$ cat config.mk
export PLATFORM = sky130hd
export DESIGN_NAME = exec_cluster
export DESIGN_NICKNAME = d
export VERILOG_FILES = /design/src/design/exec_pkg.sv /design/src/design/exec_cluster.sv /design/src/design/shift_lane.sv /design/src/design/alu_lane.sv /design/src/design/issue_latch.sv /design/src/design/operand_forward.sv
export SDC_FILE = /design/constraint.sdc
export NUM_CORES = 2
export LEC_CHECK = 0
export BUFFER_PORTS_ARGS = -buffer_cell sky130_fd_sc_hd__buf_2
export CAP_MARGIN = 20
export CORE_MARGIN = 1
export CORE_UTILIZATION = 42
export CTS_CLUSTER_DIAMETER = 80
export DETAILED_ROUTE_END_ITERATION = 6
export SLEW_MARGIN = 10
export SYNTH_ARGS = -nofsm -noshare
export SYNTH_HDL_FRONTEND = slang
export SYNTH_HIERARCHICAL = 1
export SYNTH_SLANG_ARGS = --single-unit
$ cat constraint.sdc
create_clock -name clk -period 4.49 [get_ports clk]
set_input_delay 1.347 -clock clk [delete_from_list [all_inputs] [get_ports clk]]
set_output_delay 1.347 -clock clk [all_outputs]
set_load 0.02 [all_outputs]
$ cat src/design/exec_pkg.sv
package exec_pkg;

  // ~~~~~~~~~~~~~~~~~~~~~~~~~~~~~~~~~~~~~~~~
  // widths
  // ~~~~~~~~~~~~~~~~~~~~~~~~~~~~~~~~~~~~~~~~
  localparam int data_width  = 64;
  localparam int half_width  = data_width / 2;
  localparam int shamt_width = $clog2(data_width);
  localparam int op_width    = 8;
  localparam int flag_width  = 4;

  // alu result select
  localparam logic [1:0] sel_arith = 2'd0;
  localparam logic [1:0] sel_and   = 2'd1;
  localparam logic [1:0] sel_or    = 2'd2;
  localparam logic [1:0] sel_xor   = 2'd3;

  typedef logic [data_width-1:0] data_t;

  // zero, sign, carry, overflow from msb down
  typedef logic [flag_width-1:0] flags_t;

  typedef enum logic [op_width-1:0] {
    op_add64 = 8'h01,
    op_add32 = 8'h02,
    op_sub64 = 8'h03,
    op_sub32 = 8'h04,
    op_and   = 8'h05,
    op_or    = 8'h06,
    op_xor   = 8'h07,
    op_shl64 = 8'h10,
    op_shr64 = 8'h11,
    op_sar64 = 8'h12,
    op_shl32 = 8'h13,
    op_shr32 = 8'h14,
    op_sar32 = 8'h15
  } op_t;

  // now = registered result, late = one cycle older
  typedef enum logic [2:0] {
    src_issue      = 3'd0,
    src_alu_now    = 3'd1,
    src_shift_now  = 3'd2,
    src_alu_late   = 3'd3,
    src_shift_late = 3'd4
  } fwd_src_t;

  // ~~~~~~~~~~~~~~~~~~~~~~~~~~~~~~~~~~~~~~~~
  // stage structs
  // ~~~~~~~~~~~~~~~~~~~~~~~~~~~~~~~~~~~~~~~~
  typedef struct packed {
    logic     valid;
    op_t      op;
    data_t    a;
    data_t    b;
    fwd_src_t a_src;
    fwd_src_t b_src;
  } issue_req_t;

  typedef struct packed {
    logic       is_sub;
    logic       is_wide;
    logic       arith;
    logic       shift_right;
    logic [1:0] logic_sel;
  } lane_ctl_t;

  typedef struct packed {
    logic      valid;
    lane_ctl_t ctl;
    data_t     a;
    data_t     b;
  } lane_op_t;

  typedef struct packed {
    logic   valid;
    data_t  data;
    flags_t flags;
  } lane_result_t;

endpackage
$ cat src/design/exec_cluster.sv
`timescale 1ns/100ps

module exec_cluster (
  input  logic                   clk,
  input  logic                   reset,
  input  logic                   flush,
  input  exec_pkg::issue_req_t   alu_issue,
  input  exec_pkg::issue_req_t   shift_issue,
  output exec_pkg::lane_result_t alu_result,
  output exec_pkg::lane_result_t shift_result
);

  import exec_pkg::*;

  data_t    alu_now;
  data_t    alu_late;
  data_t    shift_now;
  data_t    shift_late;
  data_t    alu_a;
  data_t    alu_b;
  data_t    shift_a;
  data_t    shift_b;
  lane_op_t alu_op;
  lane_op_t shift_op;

  // ~~~~~~~~~~~~~~~~~~~~~~~~~~~~~~~~~~~~~~~~
  // operand forwarding
  // ~~~~~~~~~~~~~~~~~~~~~~~~~~~~~~~~~~~~~~~~
  operand_forward alu_a_fwd (
    .src(alu_issue.a_src), .issued(alu_issue.a),
    .alu_now(alu_now), .shift_now(shift_now),
    .alu_late(alu_late), .shift_late(shift_late),
    .operand(alu_a)
  );

  operand_forward alu_b_fwd (
    .src(alu_issue.b_src), .issued(alu_issue.b),
    .alu_now(alu_now), .shift_now(shift_now),
    .alu_late(alu_late), .shift_late(shift_late),
    .operand(alu_b)
  );

  operand_forward shift_a_fwd (
    .src(shift_issue.a_src), .issued(shift_issue.a),
    .alu_now(alu_now), .shift_now(shift_now),
    .alu_late(alu_late), .shift_late(shift_late),
    .operand(shift_a)
  );

  operand_forward shift_b_fwd (
    .src(shift_issue.b_src), .issued(shift_issue.b),
    .alu_now(alu_now), .shift_now(shift_now),
    .alu_late(alu_late), .shift_late(shift_late),
    .operand(shift_b)
  );

  // issue to lane, one cycle each
  issue_latch alu_latch (
    .clk(clk), .reset(reset), .flush(flush),
    .req(alu_issue), .a(alu_a), .b(alu_b), .lane_op(alu_op)
  );

  issue_latch shift_latch (
    .clk(clk), .reset(reset), .flush(flush),
    .req(shift_issue), .a(shift_a), .b(shift_b), .lane_op(shift_op)
  );

  alu_lane alu0 (
    .clk(clk), .reset(reset), .flush(flush), .lane_op(alu_op),
    .result(alu_result), .now(alu_now), .late(alu_late)
  );

  shift_lane shift0 (
    .clk(clk), .reset(reset), .flush(flush), .lane_op(shift_op),
    .result(shift_result), .now(shift_now), .late(shift_late)
  );

endmodule

$ cat src/design/shift_lane.sv
`timescale 1ns/100ps

module shift_lane (
  input  logic                   clk,
  input  logic                   reset,
  input  logic                   flush,
  input  exec_pkg::lane_op_t     lane_op,
  output exec_pkg::lane_result_t result,
  output exec_pkg::data_t        now,
  output exec_pkg::data_t        late
);

  import exec_pkg::*;

  logic [shamt_width-1:0] amt;
  data_t                  src;
  data_t                  raw;
  data_t                  res;
  logic                   sign;
  lane_result_t           now_q;
  data_t                  late_q;

  always_comb begin
    if (lane_op.ctl.is_wide) begin
      amt = lane_op.b[shamt_width-1:0];
      src = lane_op.a;
    end else begin
      amt = {1'b0, lane_op.b[shamt_width-2:0]};
      // widen the low word so one 64-bit shifter serves both sizes
      if (lane_op.ctl.arith) begin
        src = {{half_width{lane_op.a[half_width-1]}}, lane_op.a[half_width-1:0]};
      end else begin
        src = {{half_width{1'b0}}, lane_op.a[half_width-1:0]};
      end
    end
    if (!lane_op.ctl.shift_right) begin
      raw = src << amt;
    end else if (lane_op.ctl.arith) begin
      raw = $signed(src) >>> amt;
    end else begin
      raw = src >> amt;
    end
    res  = lane_op.ctl.is_wide ? raw : {{half_width{1'b0}}, raw[half_width-1:0]};
    sign = lane_op.ctl.is_wide ? raw[data_width-1] : raw[half_width-1];
  end

  always_ff @(posedge clk) begin
    if (reset) begin
      now_q  <= '0;
      late_q <= '0;
    end else begin
      now_q.valid <= lane_op.valid && !flush;
      if (lane_op.valid) begin
        now_q.data  <= res;
        now_q.flags <= {res == '0, sign, 2'b00};
      end
      late_q <= now_q.data;
    end
  end

  assign result = now_q;
  assign now    = now_q.data;
  assign late   = late_q;

endmodule

$ cat src/design/alu_lane.sv
`timescale 1ns/100ps

module alu_lane (
  input  logic                   clk,
  input  logic                   reset,
  input  logic                   flush,
  input  exec_pkg::lane_op_t     lane_op,
  output exec_pkg::lane_result_t result,
  output exec_pkg::data_t        now,
  output exec_pkg::data_t        late
);

  import exec_pkg::*;

  logic [data_width:0] sum64;
  logic [half_width:0] sum32;
  data_t               b_eff;
  data_t               raw;
  data_t               res;
  flags_t              flags;
  logic                sign;
  logic                carry_out;
  logic                a_top;
  logic                b_top;
  logic                is_logic;
  lane_result_t        now_q;
  data_t               late_q;

  // subtract as a + ~b + 1
  assign b_eff = lane_op.ctl.is_sub ? ~lane_op.b : lane_op.b;
  assign sum64 = {1'b0, lane_op.a} + {1'b0, b_eff} +
                 {{data_width{1'b0}}, lane_op.ctl.is_sub};
  assign sum32 = {1'b0, lane_op.a[half_width-1:0]} + {1'b0, b_eff[half_width-1:0]} +
                 {{half_width{1'b0}}, lane_op.ctl.is_sub};
  assign is_logic = lane_op.ctl.logic_sel != sel_arith;

  always_comb begin
    case (lane_op.ctl.logic_sel)
      sel_and: raw = lane_op.a & lane_op.b;
      sel_or:  raw = lane_op.a | lane_op.b;
      sel_xor: raw = lane_op.a ^ lane_op.b;
      default: raw = sum64[data_width-1:0];
    endcase
    if (lane_op.ctl.is_wide) begin
      res       = raw;
      sign      = raw[data_width-1];
      carry_out = sum64[data_width];
      a_top     = lane_op.a[data_width-1];
      b_top     = b_eff[data_width-1];
    end else begin
      // low half of sum64 equals sum32
      res       = {{half_width{1'b0}}, raw[half_width-1:0]};
      sign      = raw[half_width-1];
      carry_out = sum32[half_width];
      a_top     = lane_op.a[half_width-1];
      b_top     = b_eff[half_width-1];
    end
    // borrow is the inverted carry out
    flags = {res == '0, sign,
             !is_logic && (carry_out ^ lane_op.ctl.is_sub),
             !is_logic && (a_top == b_top) && (sign != a_top)};
  end

  // ~~~~~~~~~~~~~~~~~~~~~~~~~~~~~~~~~~~~~~~~
  // now and late registers
  // ~~~~~~~~~~~~~~~~~~~~~~~~~~~~~~~~~~~~~~~~
  always_ff @(posedge clk) begin
    if (reset) begin
      now_q  <= '0;
      late_q <= '0;
    end else begin
      now_q.valid <= lane_op.valid && !flush;
      if (lane_op.valid) begin
        now_q.data  <= res;
        now_q.flags <= flags;
      end
      late_q <= now_q.data;
    end
  end

  assign result = now_q;
  assign now    = now_q.data;
  assign late   = late_q;

endmodule

$ cat src/design/issue_latch.sv
`timescale 1ns/100ps

module issue_latch (
  input  logic                 clk,
  input  logic                 reset,
  input  logic                 flush,
  input  exec_pkg::issue_req_t req,
  input  exec_pkg::data_t      a,
  input  exec_pkg::data_t      b,
  output exec_pkg::lane_op_t   lane_op
);

  import exec_pkg::*;

  lane_ctl_t ctl_next;

  // ~~~~~~~~~~~~~~~~~~~~~~~~~~~~~~~~~~~~~~~~
  // opcode decode
  // ~~~~~~~~~~~~~~~~~~~~~~~~~~~~~~~~~~~~~~~~
  always_comb begin
    ctl_next = '0;
    ctl_next.is_sub = (req.op == op_sub64) || (req.op == op_sub32);
    // logic ops have no 32-bit form
    ctl_next.is_wide = !(req.op inside {op_add32, op_sub32, op_shl32, op_shr32, op_sar32});
    ctl_next.arith = (req.op == op_sar64) || (req.op == op_sar32);
    ctl_next.shift_right = (req.op != op_shl64) && (req.op != op_shl32);
    case (req.op)
      op_and: begin
        ctl_next.logic_sel = sel_and;
      end
      op_or: begin
        ctl_next.logic_sel = sel_or;
      end
      op_xor: begin
        ctl_next.logic_sel = sel_xor;
      end
      default: begin
        ctl_next.logic_sel = sel_arith;
      end
    endcase
  end

  // same-cycle issue is dropped on flush
  always_ff @(posedge clk) begin
    if (reset) begin
      lane_op.valid <= 1'b0;
    end else begin
      lane_op.valid <= req.valid && !flush;
    end
    if (req.valid) begin
      lane_op.ctl <= ctl_next;
      lane_op.a   <= a;
      lane_op.b   <= b;
    end
  end

endmodule

$ cat src/design/operand_forward.sv
`timescale 1ns/100ps

module operand_forward (
  input  exec_pkg::fwd_src_t src,
  input  exec_pkg::data_t    issued,
  input  exec_pkg::data_t    alu_now,
  input  exec_pkg::data_t    shift_now,
  input  exec_pkg::data_t    alu_late,
  input  exec_pkg::data_t    shift_late,
  output exec_pkg::data_t    operand
);

  import exec_pkg::*;

  // five-way pick, result buses taken whatever their valid
  always_comb begin
    case (src)
      src_alu_now: begin
        operand = alu_now;
      end
      src_shift_now: begin
        operand = shift_now;
      end
      src_alu_late: begin
        operand = alu_late;
      end
      src_shift_late: begin
        operand = shift_late;
      end
      default: begin
        operand = issued;
      end
    endcase
  end

endmodule

==> metrics.md <==
| Metric | Value |
|---|---|
| Status | finished, violations left |
| Failing checks | DRC, setup timing |
| Die Span Y | 332 um |
| Final Critical Period | around 4700 ps |
| Final worst setup slack | -185 ps |
| GPL Wtd Cong | 1.11 |
| Layout Nets | about 6.7k |
| Mapped Avg Cell Area | 8.56 um2 |
| CTS H-tree depth | 2 |
| P_leak | approximately 24 nW |
| Peak VDD IR | 318 uV |
| Total GRT Usage | 48.8% |
| Placed Area | 54700 um2 |
| Initial antenna violation count | 47 |
| Class of the worst hold path | flip-flop to flip-flop |
| Initial Utilization | a little over two fifths |
| CP max stage delay | between 400 and 500 ps |
| WL/cell | 36.4 um |
| Hold Buf Count CTS | 0 |
| Top routing layer used | met5 |
| Post-Syn Area | ~46000 um2 |
| GRT Residual Overflow | 0 |
| WHS Path Cells | 2 |
| Met1 wire length | around 110000 um |
| WHS Endpoint | shift0/result[2] |
| Clk sinks | roughly 470 |
| Slew Limit Fails | 0 |
| Worst-Margin Slew | ~1200 ps |
| Residual DRC | 8 |
| Critical path arrival | around 5300 ps |
| Pwr/cell area | around 340 nW/um2 |
| Hold_sp | shift0/result[2] |
| DR WL met2 | about 120000 um |
| Final ANT Viol Nets | 0 |
| Port Buf Inserts | 366 |
| Final setup skew | between 30 and 40 ps |
| Crit path kind | flip-flop to flip-flop |
| Routed met3 length | around 35000 um |
| Fin crit share | 104% |
| Final setup fails | 2 |
| Vias in the first global route | slightly below 50k |
| Worst setup SP type | flip-flop |
| Via density | 6.83 |
| Clk slew on worst S/H paths | 60 ps |
| Setup TNS | -200 ps |
| Clk_lat worst skew | around 710 ps |
| CP Max Fanout | 18 |
| First-pass GRT wire length | 383000 um |
| Worst R2R End | alu0/result[3] |
| Max cap viols | 0 |
| Initial DRC Count | 8273 |
| # fillers | 10.2k |
| Reg2Reg Depth | 19 |
| Final WL | 280000 um |
| Synth Instances | 5343 |
| Area of the core | between 100000 and 150000 um2 |
| Via count | roughly 52k |
| Die width | 332 um |
| Cells along the critical path | buf_12 -> xor2_1 -> ha_1 -> nand2_1 -> o21a_1 -> o21ai_1 -> a21o_2 -> a41oi_2 -> buf_6 -> xnor2_1 -> mux4_2 -> a221o_1 -> nor4_4 -> nand4_1 -> buf_4 -> nor4_2 -> buf_4 -> nand4_1 -> o21ai_1 |
| Post-DP HPWL | 218000 um |
| Fmax | roughly 0.21 GHz |
| Layout area overhead | 25.0% |
| Reg2Reg Setup Slack | -180 ps |
| Largest net degree at the start of global routing | roughly 110 |
| IO Count | between 400 and 500 |
| Share of cells above drive strength 1 | 29.5% |
| Die area | about 110000 um2 |
| Slowest CP cell | mux4_2 |
| Rows | 120 |
| Worst slew margin | a little under a fifth |
| CTS tree | built |
| Final std cell area, no fill | 57200 um2 |
| Final hold vios | 0 |
| Root Buffer | clkbuf_16 |
| Deepest clock path buffer count | 3 |
| CP endpoint kind | flip-flop |
| DR pass1 iterations | 7 |
| Num CTS Buffers | 59 |
| RSZ-0062 raised after global routing | true |
| WP data required | approximately 5100 ps |
| Worst R2R Start | alu_latch/lane_op[133] |
| Synth Warn # | 6 |
worst max-delay path by stage:
| stage | from | end | cells after the start |
|---|---|---|---|
| after global routing | alu_latch/lane_op[133] | alu0/result[3] | 22 |
| after CTS | alu_latch/lane_op[133] | alu0/result[3] | 20 |
| after floorplan | alu_latch/lane_op[133] | alu0/result[3] | 16 |
| final | alu_latch/lane_op[133] | alu0/result[3] | 19 |
| after detailed placement | alu_latch/lane_op[133] | alu0/result[3] | 21 |
| after global placement | alu_latch/lane_op[133] | alu0/result[3] | 21 |
state kept, by name, summed over array words and instances (netlist names):
name / flops
alu0/late: 64
shift0/now: 64
alu_latch/lane_op: 133
alu0/result: 5
shift0/result: 3
alu0/now: 64
shift_latch/lane_op: 74
shift0/late: 64
final cells by class:
cell class	instances	area, um2	area share (%)
inverters	175	657	1.15
well taps	1403	1760	3.07
repair buffers	1429	10700	18.7
diodes	28	70.1	0.123
clock inverters	35	342	0.598
flip-flops and latches	471	11500	20.1
multi-input cells	4059	30500	53.4
clock buffers	76	1640	2.87
placed cells by master, fill, tap and decap left out, drive strengths merged, types with 26 or more instances in the layout:
cell type and instances:
a211oi 71, a21o 28, a21oi 452, a221o 212, a221oi 40, a22oi 39, a31oi 35, buf 1427
clkbuf 78, dfxtp 266, diode 28, edfxtp 205, ha 192, inv 180, mux2 83, mux2i 184
mux4 84, nand2 262, nand2b 226, nand3 62, nand3b 406, nand4 45, nor2 332, nor2b 150
nor3 94, nor4 31, o211ai 32, o21a 26, o21ai 187, o221ai 27, o22a 210, o22ai 92
xnor2 32, xor2 84
power breakdown:
part	leakage, nW	switching [mW]	total, mW	internal [mW]
registers	4.22	0.526	5.30	4.78
logic	18.6	5.26	8.93	3.67
clock network	0.975	2.18	5.01	2.83
worst max-delay path, delay by kind of cell (launching register included):
| kind | cells | cell delay [ps] |
|---|---|---|
| buffers and inverters | 4 | 750 |
| AOI/OAI and AO/OA | 6 | 1500 |
| xor gates and xnor gates | 2 | 290 |
| and+or+nand+nor | 5 | 760 |
| adders and majority gates | 1 | 350 |
| DFF | 1 | 410 |
| muxes | 1 | 490 |
stage by stage:
step | worst slack [ps] | hold slack, ps | power, mW | instances | utilization [%]
CTS | -93.7 | 486 | 18.8 | 7641 | 52.9
finish | -185 | 487 | 19.2 | 7676 | 53.2
detailed placement | -450 | 477 | 13.7 | 7528 | 50.9
floorplan | 289 | 450 | 9.23 | 5344 | -
global placement | -415 | 471 | 13.7 | 7526 | 50.9
global route | -239 | 513 | 19.6 | 7667 | 53.1
what timing repair did:
| action | 4_1_cts | 5_1_grt |
|---|---|---|
| hold endpoints to repair | 0 | 0 |
| pin swaps | 16 | 7 |
| gates resized for setup | 44 | 30 |
| buffers inserted | 2 | 6 |
| gates cloned | 0 | 1 |
| endpoints found under the setup margin | 3 | 8 |
metal layers:
layer | vias up | track usage (%)
met5 | - | 0
met3 | 979 | 13.9
li1 | 21900 | -
met4 | 22 | 32.7
met1 | 25500 | 62.3
met2 | 3981 | 71.1
(Power assumes the default switching activity.)
